File: src/source/cpuPkg.sv
package cpuPkg;

	localparam int xlen = 32;
	localparam int regAddrW = 5;

	// Major opcodes
	localparam logic [6:0] opOp     = 7'b0110011;
	localparam logic [6:0] opImm    = 7'b0010011;
	localparam logic [6:0] opLui    = 7'b0110111;
	localparam logic [6:0] opLoad   = 7'b0000011;
	localparam logic [6:0] opStore  = 7'b0100011;
	localparam logic [6:0] opJal    = 7'b1101111;
	localparam logic [6:0] opSystem = 7'b1110011;

	// ADDI x0, x0, 0
	localparam logic [31:0] nopWord = 32'h0000_0013;

	typedef enum logic [2:0] {
		aluAdd,
		aluSub,
		aluAnd,
		aluOr,
		aluXor,
		aluSlt,
		aluPassB
	} aluOp;

	typedef enum logic [1:0] {
		wbAlu,
		wbMem,
		wbLink
	} wbSel;

	typedef struct packed {
		logic [6:0] funct7;
		logic [4:0] rs2;
		logic [4:0] rs1;
		logic [2:0] funct3;
		logic [4:0] rd;
		logic [6:0] opcode;
	} rFormat;

	typedef struct packed {
		logic [11:0] imm;
		logic [4:0] rs1;
		logic [2:0] funct3;
		logic [4:0] rd;
		logic [6:0] opcode;
	} iFormat;

	typedef struct packed {
		logic [6:0] immHi;
		logic [4:0] rs2;
		logic [4:0] rs1;
		logic [2:0] funct3;
		logic [4:0] immLo;
		logic [6:0] opcode;
	} sFormat;

	typedef struct packed {
		logic [19:0] imm;
		logic [4:0] rd;
		logic [6:0] opcode;
	} uFormat;

	// Scrambled J immediate
	typedef struct packed {
		logic imm20;
		logic [9:0] imm10to1;
		logic imm11;
		logic [7:0] imm19to12;
		logic [4:0] rd;
		logic [6:0] opcode;
	} jFormat;

	typedef union packed {
		rFormat rType;
		iFormat iType;
		sFormat sType;
		uFormat uType;
		jFormat jType;
	} instrWord;

endpackage

File: src/source/stageBus.sv
`timescale 1ns/1ps

interface idExBus
	import cpuPkg::*;
();
	logic [xlen-1:0] pc;
	logic [xlen-1:0] rs1Val;
	logic [xlen-1:0] rs2Val;
	logic [xlen-1:0] imm;
	logic [regAddrW-1:0] rd;
	cpuPkg::aluOp aluOp;
	logic aluSrcImm;
	logic memRead;
	logic memWrite;
	logic regWrite;
	cpuPkg::wbSel wbSel;
	logic isJump;
	logic halt;

	modport src (
		output pc, rs1Val, rs2Val, imm, rd, aluOp, aluSrcImm,
		output memRead, memWrite, regWrite, wbSel, isJump, halt
	);

	modport dst (
		input pc, rs1Val, rs2Val, imm, rd, aluOp, aluSrcImm,
		input memRead, memWrite, regWrite, wbSel, isJump, halt
	);
endinterface

interface exMemBus
	import cpuPkg::*;
();
	logic [xlen-1:0] aluResult;
	logic [xlen-1:0] storeData;
	logic [regAddrW-1:0] rd;
	logic memRead;
	logic memWrite;
	logic regWrite;
	cpuPkg::wbSel wbSel;
	logic [xlen-1:0] linkVal;
	logic halt;

	modport src (
		output aluResult, storeData, rd, memRead, memWrite, regWrite, wbSel, linkVal, halt
	);

	modport dst (
		input aluResult, storeData, rd, memRead, memWrite, regWrite, wbSel, linkVal, halt
	);
endinterface

File: src/source/fetchStage.sv
`timescale 1ns/1ps

module fetchStage
	import cpuPkg::*;
(
	input logic CLK,
	input logic RSTn,
	input logic redirect,
	input logic [xlen-1:0] redirectPc,
	input logic haltSeen,
	input logic [xlen-1:0] iData,
	output logic [xlen-1:0] iAddr,
	output logic [xlen-1:0] ifPc,
	output instrWord ifInstr
);
	logic [xlen-1:0] pc;
	logic frozen;
	logic stall;

	assign stall = haltSeen || frozen;
	assign iAddr = pc;

	// Redirect wins over a halt that is being flushed
	always_ff @(posedge CLK) begin
		if (RSTn) begin
			pc <= '0;
			frozen <= 1'b0;
		end else if (redirect) begin
			pc <= redirectPc;
		end else if (stall) begin
			frozen <= 1'b1;
		end else begin
			pc <= pc + xlen'(4);
		end
	end

	// IF/ID register
	always_ff @(posedge CLK) begin
		ifPc <= pc;
		if (RSTn || redirect || stall) begin
			ifInstr <= nopWord;
		end else begin
			ifInstr <= iData;
		end
	end

endmodule

File: src/source/decodeStage.sv
`timescale 1ns/1ps

module decodeStage
	import cpuPkg::*;
(
	input logic CLK,
	input logic RSTn,
	input logic [xlen-1:0] ifPc,
	input instrWord ifInstr,
	input logic wbEn,
	input logic [regAddrW-1:0] wbAddr,
	input logic [xlen-1:0] wbData,
	output logic haltSeen,
	idExBus.src out
);
	logic [xlen-1:0] regs [32];
	logic [6:0] opcode;
	logic [regAddrW-1:0] rs1;
	logic [regAddrW-1:0] rs2;

	// Opcode and register fields sit at the same place in every format
	assign opcode = ifInstr.rType.opcode;
	assign rs1 = ifInstr.rType.rs1;
	assign rs2 = ifInstr.rType.rs2;

	// Only EBREAK is decoded from the system opcode
	assign haltSeen = (opcode == opSystem) && (ifInstr.iType.imm == 12'd1);

	always_ff @(posedge CLK) begin
		if (RSTn) begin
			for (int i = 0; i < 32; i++) begin
				regs[i] <= '0;
			end
		end else if (wbEn && wbAddr != '0) begin
			regs[wbAddr] <= wbData;
		end
	end

	// Read ports see a write of the same cycle
	assign out.rs1Val = (rs1 == '0) ? '0 :
		(wbEn && wbAddr == rs1) ? wbData : regs[rs1];
	assign out.rs2Val = (rs2 == '0) ? '0 :
		(wbEn && wbAddr == rs2) ? wbData : regs[rs2];

	always_comb begin
		out.pc = ifPc;
		out.rd = ifInstr.rType.rd;
		out.imm = '0;
		out.aluOp = aluAdd;
		out.aluSrcImm = 1'b0;
		out.memRead = 1'b0;
		out.memWrite = 1'b0;
		out.regWrite = 1'b0;
		out.wbSel = wbAlu;
		out.isJump = 1'b0;
		out.halt = haltSeen;
		case (opcode)
			opOp: begin
				out.regWrite = 1'b1;
				case (ifInstr.rType.funct3)
					3'b000: out.aluOp = ifInstr.rType.funct7[5] ? aluSub : aluAdd;
					3'b010: out.aluOp = aluSlt;
					3'b100: out.aluOp = aluXor;
					3'b110: out.aluOp = aluOr;
					3'b111: out.aluOp = aluAnd;
					default: out.regWrite = 1'b0;
				endcase
			end
			opImm: begin
				out.imm = {{20{ifInstr.iType.imm[11]}}, ifInstr.iType.imm};
				out.aluSrcImm = 1'b1;
				// ADDI only
				out.regWrite = (ifInstr.iType.funct3 == 3'b000);
			end
			opLui: begin
				out.imm = {ifInstr.uType.imm, 12'b0};
				out.aluOp = aluPassB;
				out.aluSrcImm = 1'b1;
				out.regWrite = 1'b1;
			end
			opLoad: begin
				out.imm = {{20{ifInstr.iType.imm[11]}}, ifInstr.iType.imm};
				out.aluSrcImm = 1'b1;
				out.memRead = 1'b1;
				out.regWrite = 1'b1;
				out.wbSel = wbMem;
			end
			opStore: begin
				out.imm = {{20{ifInstr.sType.immHi[6]}}, ifInstr.sType.immHi,
					ifInstr.sType.immLo};
				out.aluSrcImm = 1'b1;
				out.memWrite = 1'b1;
			end
			opJal: begin
				out.imm = {{11{ifInstr.jType.imm20}}, ifInstr.jType.imm20,
					ifInstr.jType.imm19to12, ifInstr.jType.imm11,
					ifInstr.jType.imm10to1, 1'b0};
				out.isJump = 1'b1;
				out.regWrite = 1'b1;
				out.wbSel = wbLink;
			end
			default: begin
				out.regWrite = 1'b0;
			end
		endcase
	end

endmodule

File: src/source/idExReg.sv
`timescale 1ns/1ps

module idExReg
	import cpuPkg::*;
(
	input logic CLK,
	input logic RSTn,
	input logic redirect,
	idExBus.dst in,
	idExBus.src out
);

	// Data fields
	always_ff @(posedge CLK) begin
		out.pc <= in.pc;
		out.rs1Val <= in.rs1Val;
		out.rs2Val <= in.rs2Val;
		out.imm <= in.imm;
		out.rd <= in.rd;
	end

	// A flushed slot leaves as a NOP
	always_ff @(posedge CLK) begin
		if (RSTn || redirect) begin
			out.aluOp <= aluAdd;
			out.aluSrcImm <= 1'b0;
			out.memRead <= 1'b0;
			out.memWrite <= 1'b0;
			out.regWrite <= 1'b0;
			out.wbSel <= wbAlu;
			out.isJump <= 1'b0;
			out.halt <= 1'b0;
		end else begin
			out.aluOp <= in.aluOp;
			out.aluSrcImm <= in.aluSrcImm;
			out.memRead <= in.memRead;
			out.memWrite <= in.memWrite;
			out.regWrite <= in.regWrite;
			out.wbSel <= in.wbSel;
			out.isJump <= in.isJump;
			out.halt <= in.halt;
		end
	end

endmodule

File: src/source/executeStage.sv
`timescale 1ns/1ps

module executeStage
	import cpuPkg::*;
(
	input logic CLK,
	input logic RSTn,
	idExBus.dst in,
	output logic redirect,
	output logic [xlen-1:0] redirectPc,
	exMemBus.src out
);
	logic [xlen-1:0] opB;
	logic [xlen-1:0] aluRes;
	logic [xlen-1:0] linkVal;

	assign opB = in.aluSrcImm ? in.imm : in.rs2Val;

	always_comb begin
		case (in.aluOp)
			aluAdd: aluRes = in.rs1Val + opB;
			aluSub: aluRes = in.rs1Val - opB;
			aluAnd: aluRes = in.rs1Val & opB;
			aluOr: aluRes = in.rs1Val | opB;
			aluXor: aluRes = in.rs1Val ^ opB;
			aluSlt: aluRes = {{(xlen - 1){1'b0}}, $signed(in.rs1Val) < $signed(opB)};
			aluPassB: aluRes = opB;
			default: aluRes = '0;
		endcase
	end

	// JAL resolves here, so the two younger slots get flushed
	assign redirect = in.isJump;
	assign redirectPc = in.pc + in.imm;
	assign linkVal = in.pc + xlen'(4);

	// EX/MEM register
	always_ff @(posedge CLK) begin
		out.aluResult <= aluRes;
		out.storeData <= in.rs2Val;
		out.rd <= in.rd;
		out.linkVal <= linkVal;
	end

	always_ff @(posedge CLK) begin
		if (RSTn) begin
			out.memRead <= 1'b0;
			out.memWrite <= 1'b0;
			out.regWrite <= 1'b0;
			out.wbSel <= wbAlu;
			out.halt <= 1'b0;
		end else begin
			out.memRead <= in.memRead;
			out.memWrite <= in.memWrite;
			out.regWrite <= in.regWrite;
			out.wbSel <= in.wbSel;
			out.halt <= in.halt;
		end
	end

endmodule

File: src/source/memWbStage.sv
`timescale 1ns/1ps

module memWbStage
	import cpuPkg::*;
(
	input logic CLK,
	input logic RSTn,
	exMemBus.dst in,
	input logic [xlen-1:0] dRData,
	output logic [xlen-1:0] dAddr,
	output logic [xlen-1:0] dWData,
	output logic dRead,
	output logic dWrite,
	output logic wbEn,
	output logic [regAddrW-1:0] wbAddr,
	output logic [xlen-1:0] wbData,
	output logic halted
);
	logic haltReg;

	// Word access only
	assign dAddr = in.aluResult;
	assign dWData = in.storeData;
	assign dRead = in.memRead;
	assign dWrite = in.memWrite;

	assign wbEn = in.regWrite && (in.rd != '0);
	assign wbAddr = in.rd;

	always_comb begin
		case (in.wbSel)
			wbMem: wbData = dRData;
			wbLink: wbData = in.linkVal;
			default: wbData = in.aluResult;
		endcase
	end

	// Sticky until reset
	always_ff @(posedge CLK) begin
		if (RSTn) begin
			haltReg <= 1'b0;
		end else if (in.halt) begin
			haltReg <= 1'b1;
		end
	end

	assign halted = haltReg || in.halt;

endmodule

File: src/source/riscCore.sv
`timescale 1ns/1ps

module riscCore
	import cpuPkg::*;
(
	input logic CLK,
	input logic RSTn,
	input logic [xlen-1:0] iData,
	input logic [xlen-1:0] dRData,
	output logic [xlen-1:0] iAddr,
	output logic [xlen-1:0] dAddr,
	output logic [xlen-1:0] dWData,
	output logic dRead,
	output logic dWrite,
	output logic halted
);
	logic [xlen-1:0] ifPc;
	instrWord ifInstr;
	logic haltSeen;
	logic redirect;
	logic [xlen-1:0] redirectPc;
	logic wbEn;
	logic [regAddrW-1:0] wbAddr;
	logic [xlen-1:0] wbData;

	idExBus idBus ();
	idExBus exBus ();
	exMemBus memBus ();

	fetchStage fetch (
		.CLK(CLK), .RSTn(RSTn), .redirect(redirect), .redirectPc(redirectPc),
		.haltSeen(haltSeen), .iData(iData), .iAddr(iAddr),
		.ifPc(ifPc), .ifInstr(ifInstr)
	);

	decodeStage decode (
		.CLK(CLK), .RSTn(RSTn), .ifPc(ifPc), .ifInstr(ifInstr),
		.wbEn(wbEn), .wbAddr(wbAddr), .wbData(wbData),
		.haltSeen(haltSeen), .out(idBus.src)
	);

	idExReg idEx (
		.CLK(CLK), .RSTn(RSTn), .redirect(redirect),
		.in(idBus.dst), .out(exBus.src)
	);

	executeStage execute (
		.CLK(CLK), .RSTn(RSTn), .in(exBus.dst),
		.redirect(redirect), .redirectPc(redirectPc), .out(memBus.src)
	);

	memWbStage memWb (
		.CLK(CLK), .RSTn(RSTn), .in(memBus.dst), .dRData(dRData),
		.dAddr(dAddr), .dWData(dWData), .dRead(dRead), .dWrite(dWrite),
		.wbEn(wbEn), .wbAddr(wbAddr), .wbData(wbData), .halted(halted)
	);

endmodule

File: config.mk
export PLATFORM = sky130hd
export DESIGN_NAME = riscCore
export DESIGN_NICKNAME = d
export VERILOG_FILES = /design/src/source/cpuPkg.sv /design/src/source/stageBus.sv /design/src/source/fetchStage.sv /design/src/source/decodeStage.sv /design/src/source/idExReg.sv /design/src/source/executeStage.sv /design/src/source/memWbStage.sv /design/src/source/riscCore.sv
export SDC_FILE = /design/constraint.sdc
export NUM_CORES = 2
export LEC_CHECK = 0
export BUFFER_PORTS_ARGS = -buffer_cell sky130_fd_sc_hd__buf_4
export CORE_ASPECT_RATIO = 0.7
export CORE_MARGIN = 2
export CORE_UTILIZATION = 29
export DETAILED_ROUTE_END_ITERATION = 12
export GPL_ROUTABILITY_DRIVEN = 0
export MAX_ROUTING_LAYER = met4
export SLEW_MARGIN = 15
export SYNTH_ARGS = -nofsm -noshare
export SYNTH_HDL_FRONTEND = slang
export SYNTH_SLANG_ARGS = --single-unit
File: constraint.sdc
create_clock -name CLK -period 5.15 [get_ports CLK]
set_input_delay 0.7725 -clock CLK [delete_from_list [all_inputs] [get_ports CLK]]
set_output_delay 0.7725 -clock CLK [all_outputs]
set_load 0.03 [all_outputs]
==> out/summary.txt <==
First-pass GRT wire length: 364000 um
Tmin final: 4.24 ns
Crit path kind: flip-flop to flip-flop
Synth warn: 0
WL per Instance: 30.4 um
Setup TNS: 0 ns
GR met3 Demand/Resource: 7.40%
Worst slack at placement: 1.08 ns
Clock sink count: 1372
Worst-Margin Slew: 1.17 ns
CP Launch Type: flip-flop
Reg with most FFs: decode.regs
Main synth FF type: edfxtp_1
Pin count of the biggest net entering global routing: 81
CP top delay family: compound AO/OA/AOI/OAI gates
Pwr dens: 362 nW/um2
Distinct cell type count after synthesis: 98
Post-synthesis sequential area ratio: 54.1%
Max-slew headroom: 21.7%
Comb pwr share: 19.7%
Avg Vias per Cell: 5.77
# H-tree levels: 4
Clock transition at the registers of the reported paths: 0.07 ns
Busiest grt layer: met1
Synthesized area: 69700 um2
Routed vias: 49706
Skew final: 0.0464 ns
Post-CTS Hold Buffers: 0
Max VDD drop: 285 uV
Finished Core Util: 33.4%
Cell breakdown of the critical path: mux2i_1 > inv_1 > ha_1 > fa_1 > o21bai_1 > a21oi_1 > o21ai_2 > nand3_1 > o311a_1 > o41ai_2 > nand2_1 > xnor2_1 > a2111o_1 > nand3_1
Worst path max stage delay: 0.61 ns
Clock buffer depth: 4
IO buf count: 164
Switching portion of total power: 30.7%
Ports: 165
RSZ-0062 raised after global routing: no
Largest cells by area after synthesis: edfxtp_1, mux4_2, dfxtp_1, nor2_1, ha_1
Top cell type's share of synthesized area: 44.1%
Status: completed
Clk pwr share: 35.2%
R2R Setup Slk: 0.91 ns
GR Util All Layers: 21.5%
Post-CTS setup repair buffer count: 0
Min-delay worst type: input pin to flip-flop
Die height: 414 um
Post-synth top cells: nor2_1, edfxtp_1, mux4_2, clkbuf_1, dfxtp_1
Top-count cell post-synth: nor2_1
Area leader, netlist: edfxtp_1
WP data required: 5.89 ns
Hold path start: iData[1]
Critical path launch point: idEx.out.aluSrcImm
Chip width: 590 um
Post_cts resized: 0
DR pass1 iterations: 6
Number of global-route vias before repair: 47436
Sequential power share: 45.0%
# rows: 150
Met1 Usage GRT: 30.8%
Leakage: 27.5 nW
Final setup vio count: 0
Initial Utilization: 29.2%
Final Cell Area: 79700 um2
Syn-to-layout area delta: 14.3%
Total CTS buffers: 138
Final hold vios: 0
GRT overflow: 0
Largest register FFs: 1024
Share of layout cells above drive strength 1: 25.1%
Final Max Tran Viols: 0
Total Wirelength: 262000 um
Syn Inst Count: 5253
CP max-delay cell: dfxtp_2
Max Cap Viol: 0
Arrival time at the worst endpoint: 4.98 ns
CP Capture Type: flip-flop
Area of the die: 245000 um2
Net switching power: 8.87 mW
Fmax: 236 MHz
Drt initial violations: 8731
Antenna Nets Post-Route: 0
Fin nets: 5517
Post-Syn Area per Cell: 13.3 um2
R2r startpoint: idEx.out.aluSrcImm
Post-DP HPWL: 167000 um
Period utilisation layout: 82.3%
Drt drc: 0
Setup slack after layout: 0.914 ns
EDFF count, synth: 1024
Clock latency at the later pin of the worst-skew pair: 0.79 ns
Cell Int Power: 20.0 mW
Initial antenna violation count: 17
Yosys reg bits: 1372
Dpl cell area: 75300 um2
Critical-path maximum fanout: 10
Asr flop ratio synth: 0%
GR Util met2: 28.3%
Core Region: 239000 um2
CTS root buffer: clkbuf_16
CTS tree: yes
Most used cell along the critical path: nand3_1
Worst path bufs/invs: 1
per-layer routing:
layer	vias up	routed length (um)
met1	25433	107000
met2	3839	105000
met5	-	0
li1	19870	-
met4	0	8890
met3	564	40900
power groups by stage:
stage	clock [mW]	sequential, mW	combinational (mW)
after floorplan	0	13.1	3.35
after global placement	0	13.2	5.51
after detailed placement	0	13.2	5.54
after CTS	10.2	13.0	5.57
after global routing	10.7	13.0	5.93
final	10.2	13.0	5.69
per-stage QoR:
step | power [mW] | hold slack, ns | std cells
after floorplan | 16.5 | 0.310 | 5284
after global placement | 18.7 | 0.311 | 8350
after detailed placement | 18.8 | 0.312 | 8350
after CTS | 28.8 | 0.168 | 8589
after global routing | 29.6 | 0.183 | 8605
final | 28.8 | 0.203 | 8609
final cells by class:
class / count / area [um2]
Antenna cell: 20 / 50.0
Timing Repair Buffer: 349 / 3120
Tap cell: 3192 / 3990
Clock inverter: 69 / 672
Fill cell: 23014 / 159000
Sequential cell: 1372 / 37800
Multi-Input combinational cell: 3327 / 30000
Inverter: 110 / 413
Clock buffer: 170 / 3650
worst register-to-register path, cell delays in order (launching register included):
cell      delay [ns]
dfxtp_2         0.61
mux2i_1         0.42
inv_1           0.12
ha_1            0.24
fa_1            0.45
o21bai_1        0.23
a21oi_1         0.18
o21ai_2         0.19
nand3_1         0.13
o311a_1         0.40
o41ai_2         0.45
nand2_1         0.12
xnor2_1         0.16
a2111o_1        0.39
nand3_1         0.08
logic make-up after synthesis:
| logic type | synth area share [%] |
|---|---|
| AND/OR/NAND/NOR | 10.3 |
| XOR/XNOR | 1.34 |
| other | 0.00538 |
| multiplexers | 21.3 |
| flip-flops | 54.1 |
| adder cells (fa/ha/maj) | 2.78 |
| buffers and inverters | 3.51 |
| AO/OA/AOI/OAI | 6.72 |
cells in the final DEF (no fill, tap or decap), drive strengths merged, types with 16 or more instances in the layout:
cell type and n:
nor2 1192, edfxtp 1024, mux4 640, buf 349
dfxtp 348, a211oi 171, clkbuf 170, a21oi 162
nand2 155, ha 150, inv 113, nor2b 91
xnor2 78, o21ai 73, a21o 56, clkinv 51
and3 48, nand2b 46, nand3 42, mux2i 40
a22oi 37, conb 32, o22ai 31, xor2 29
nor3 26, diode 20, nand4 20, nor4 19
o21bai 18, o211ai 16
path summary, 6_finish.rpt:
path,end,depth (start not counted)
max,execute.out.aluResult[18],14
min,fetch.ifInstr[1],2
max reg2reg,execute.out.aluResult[18],14
min reg2reg,execute.out.rd[3],0
(Power assumes the default switching activity.)
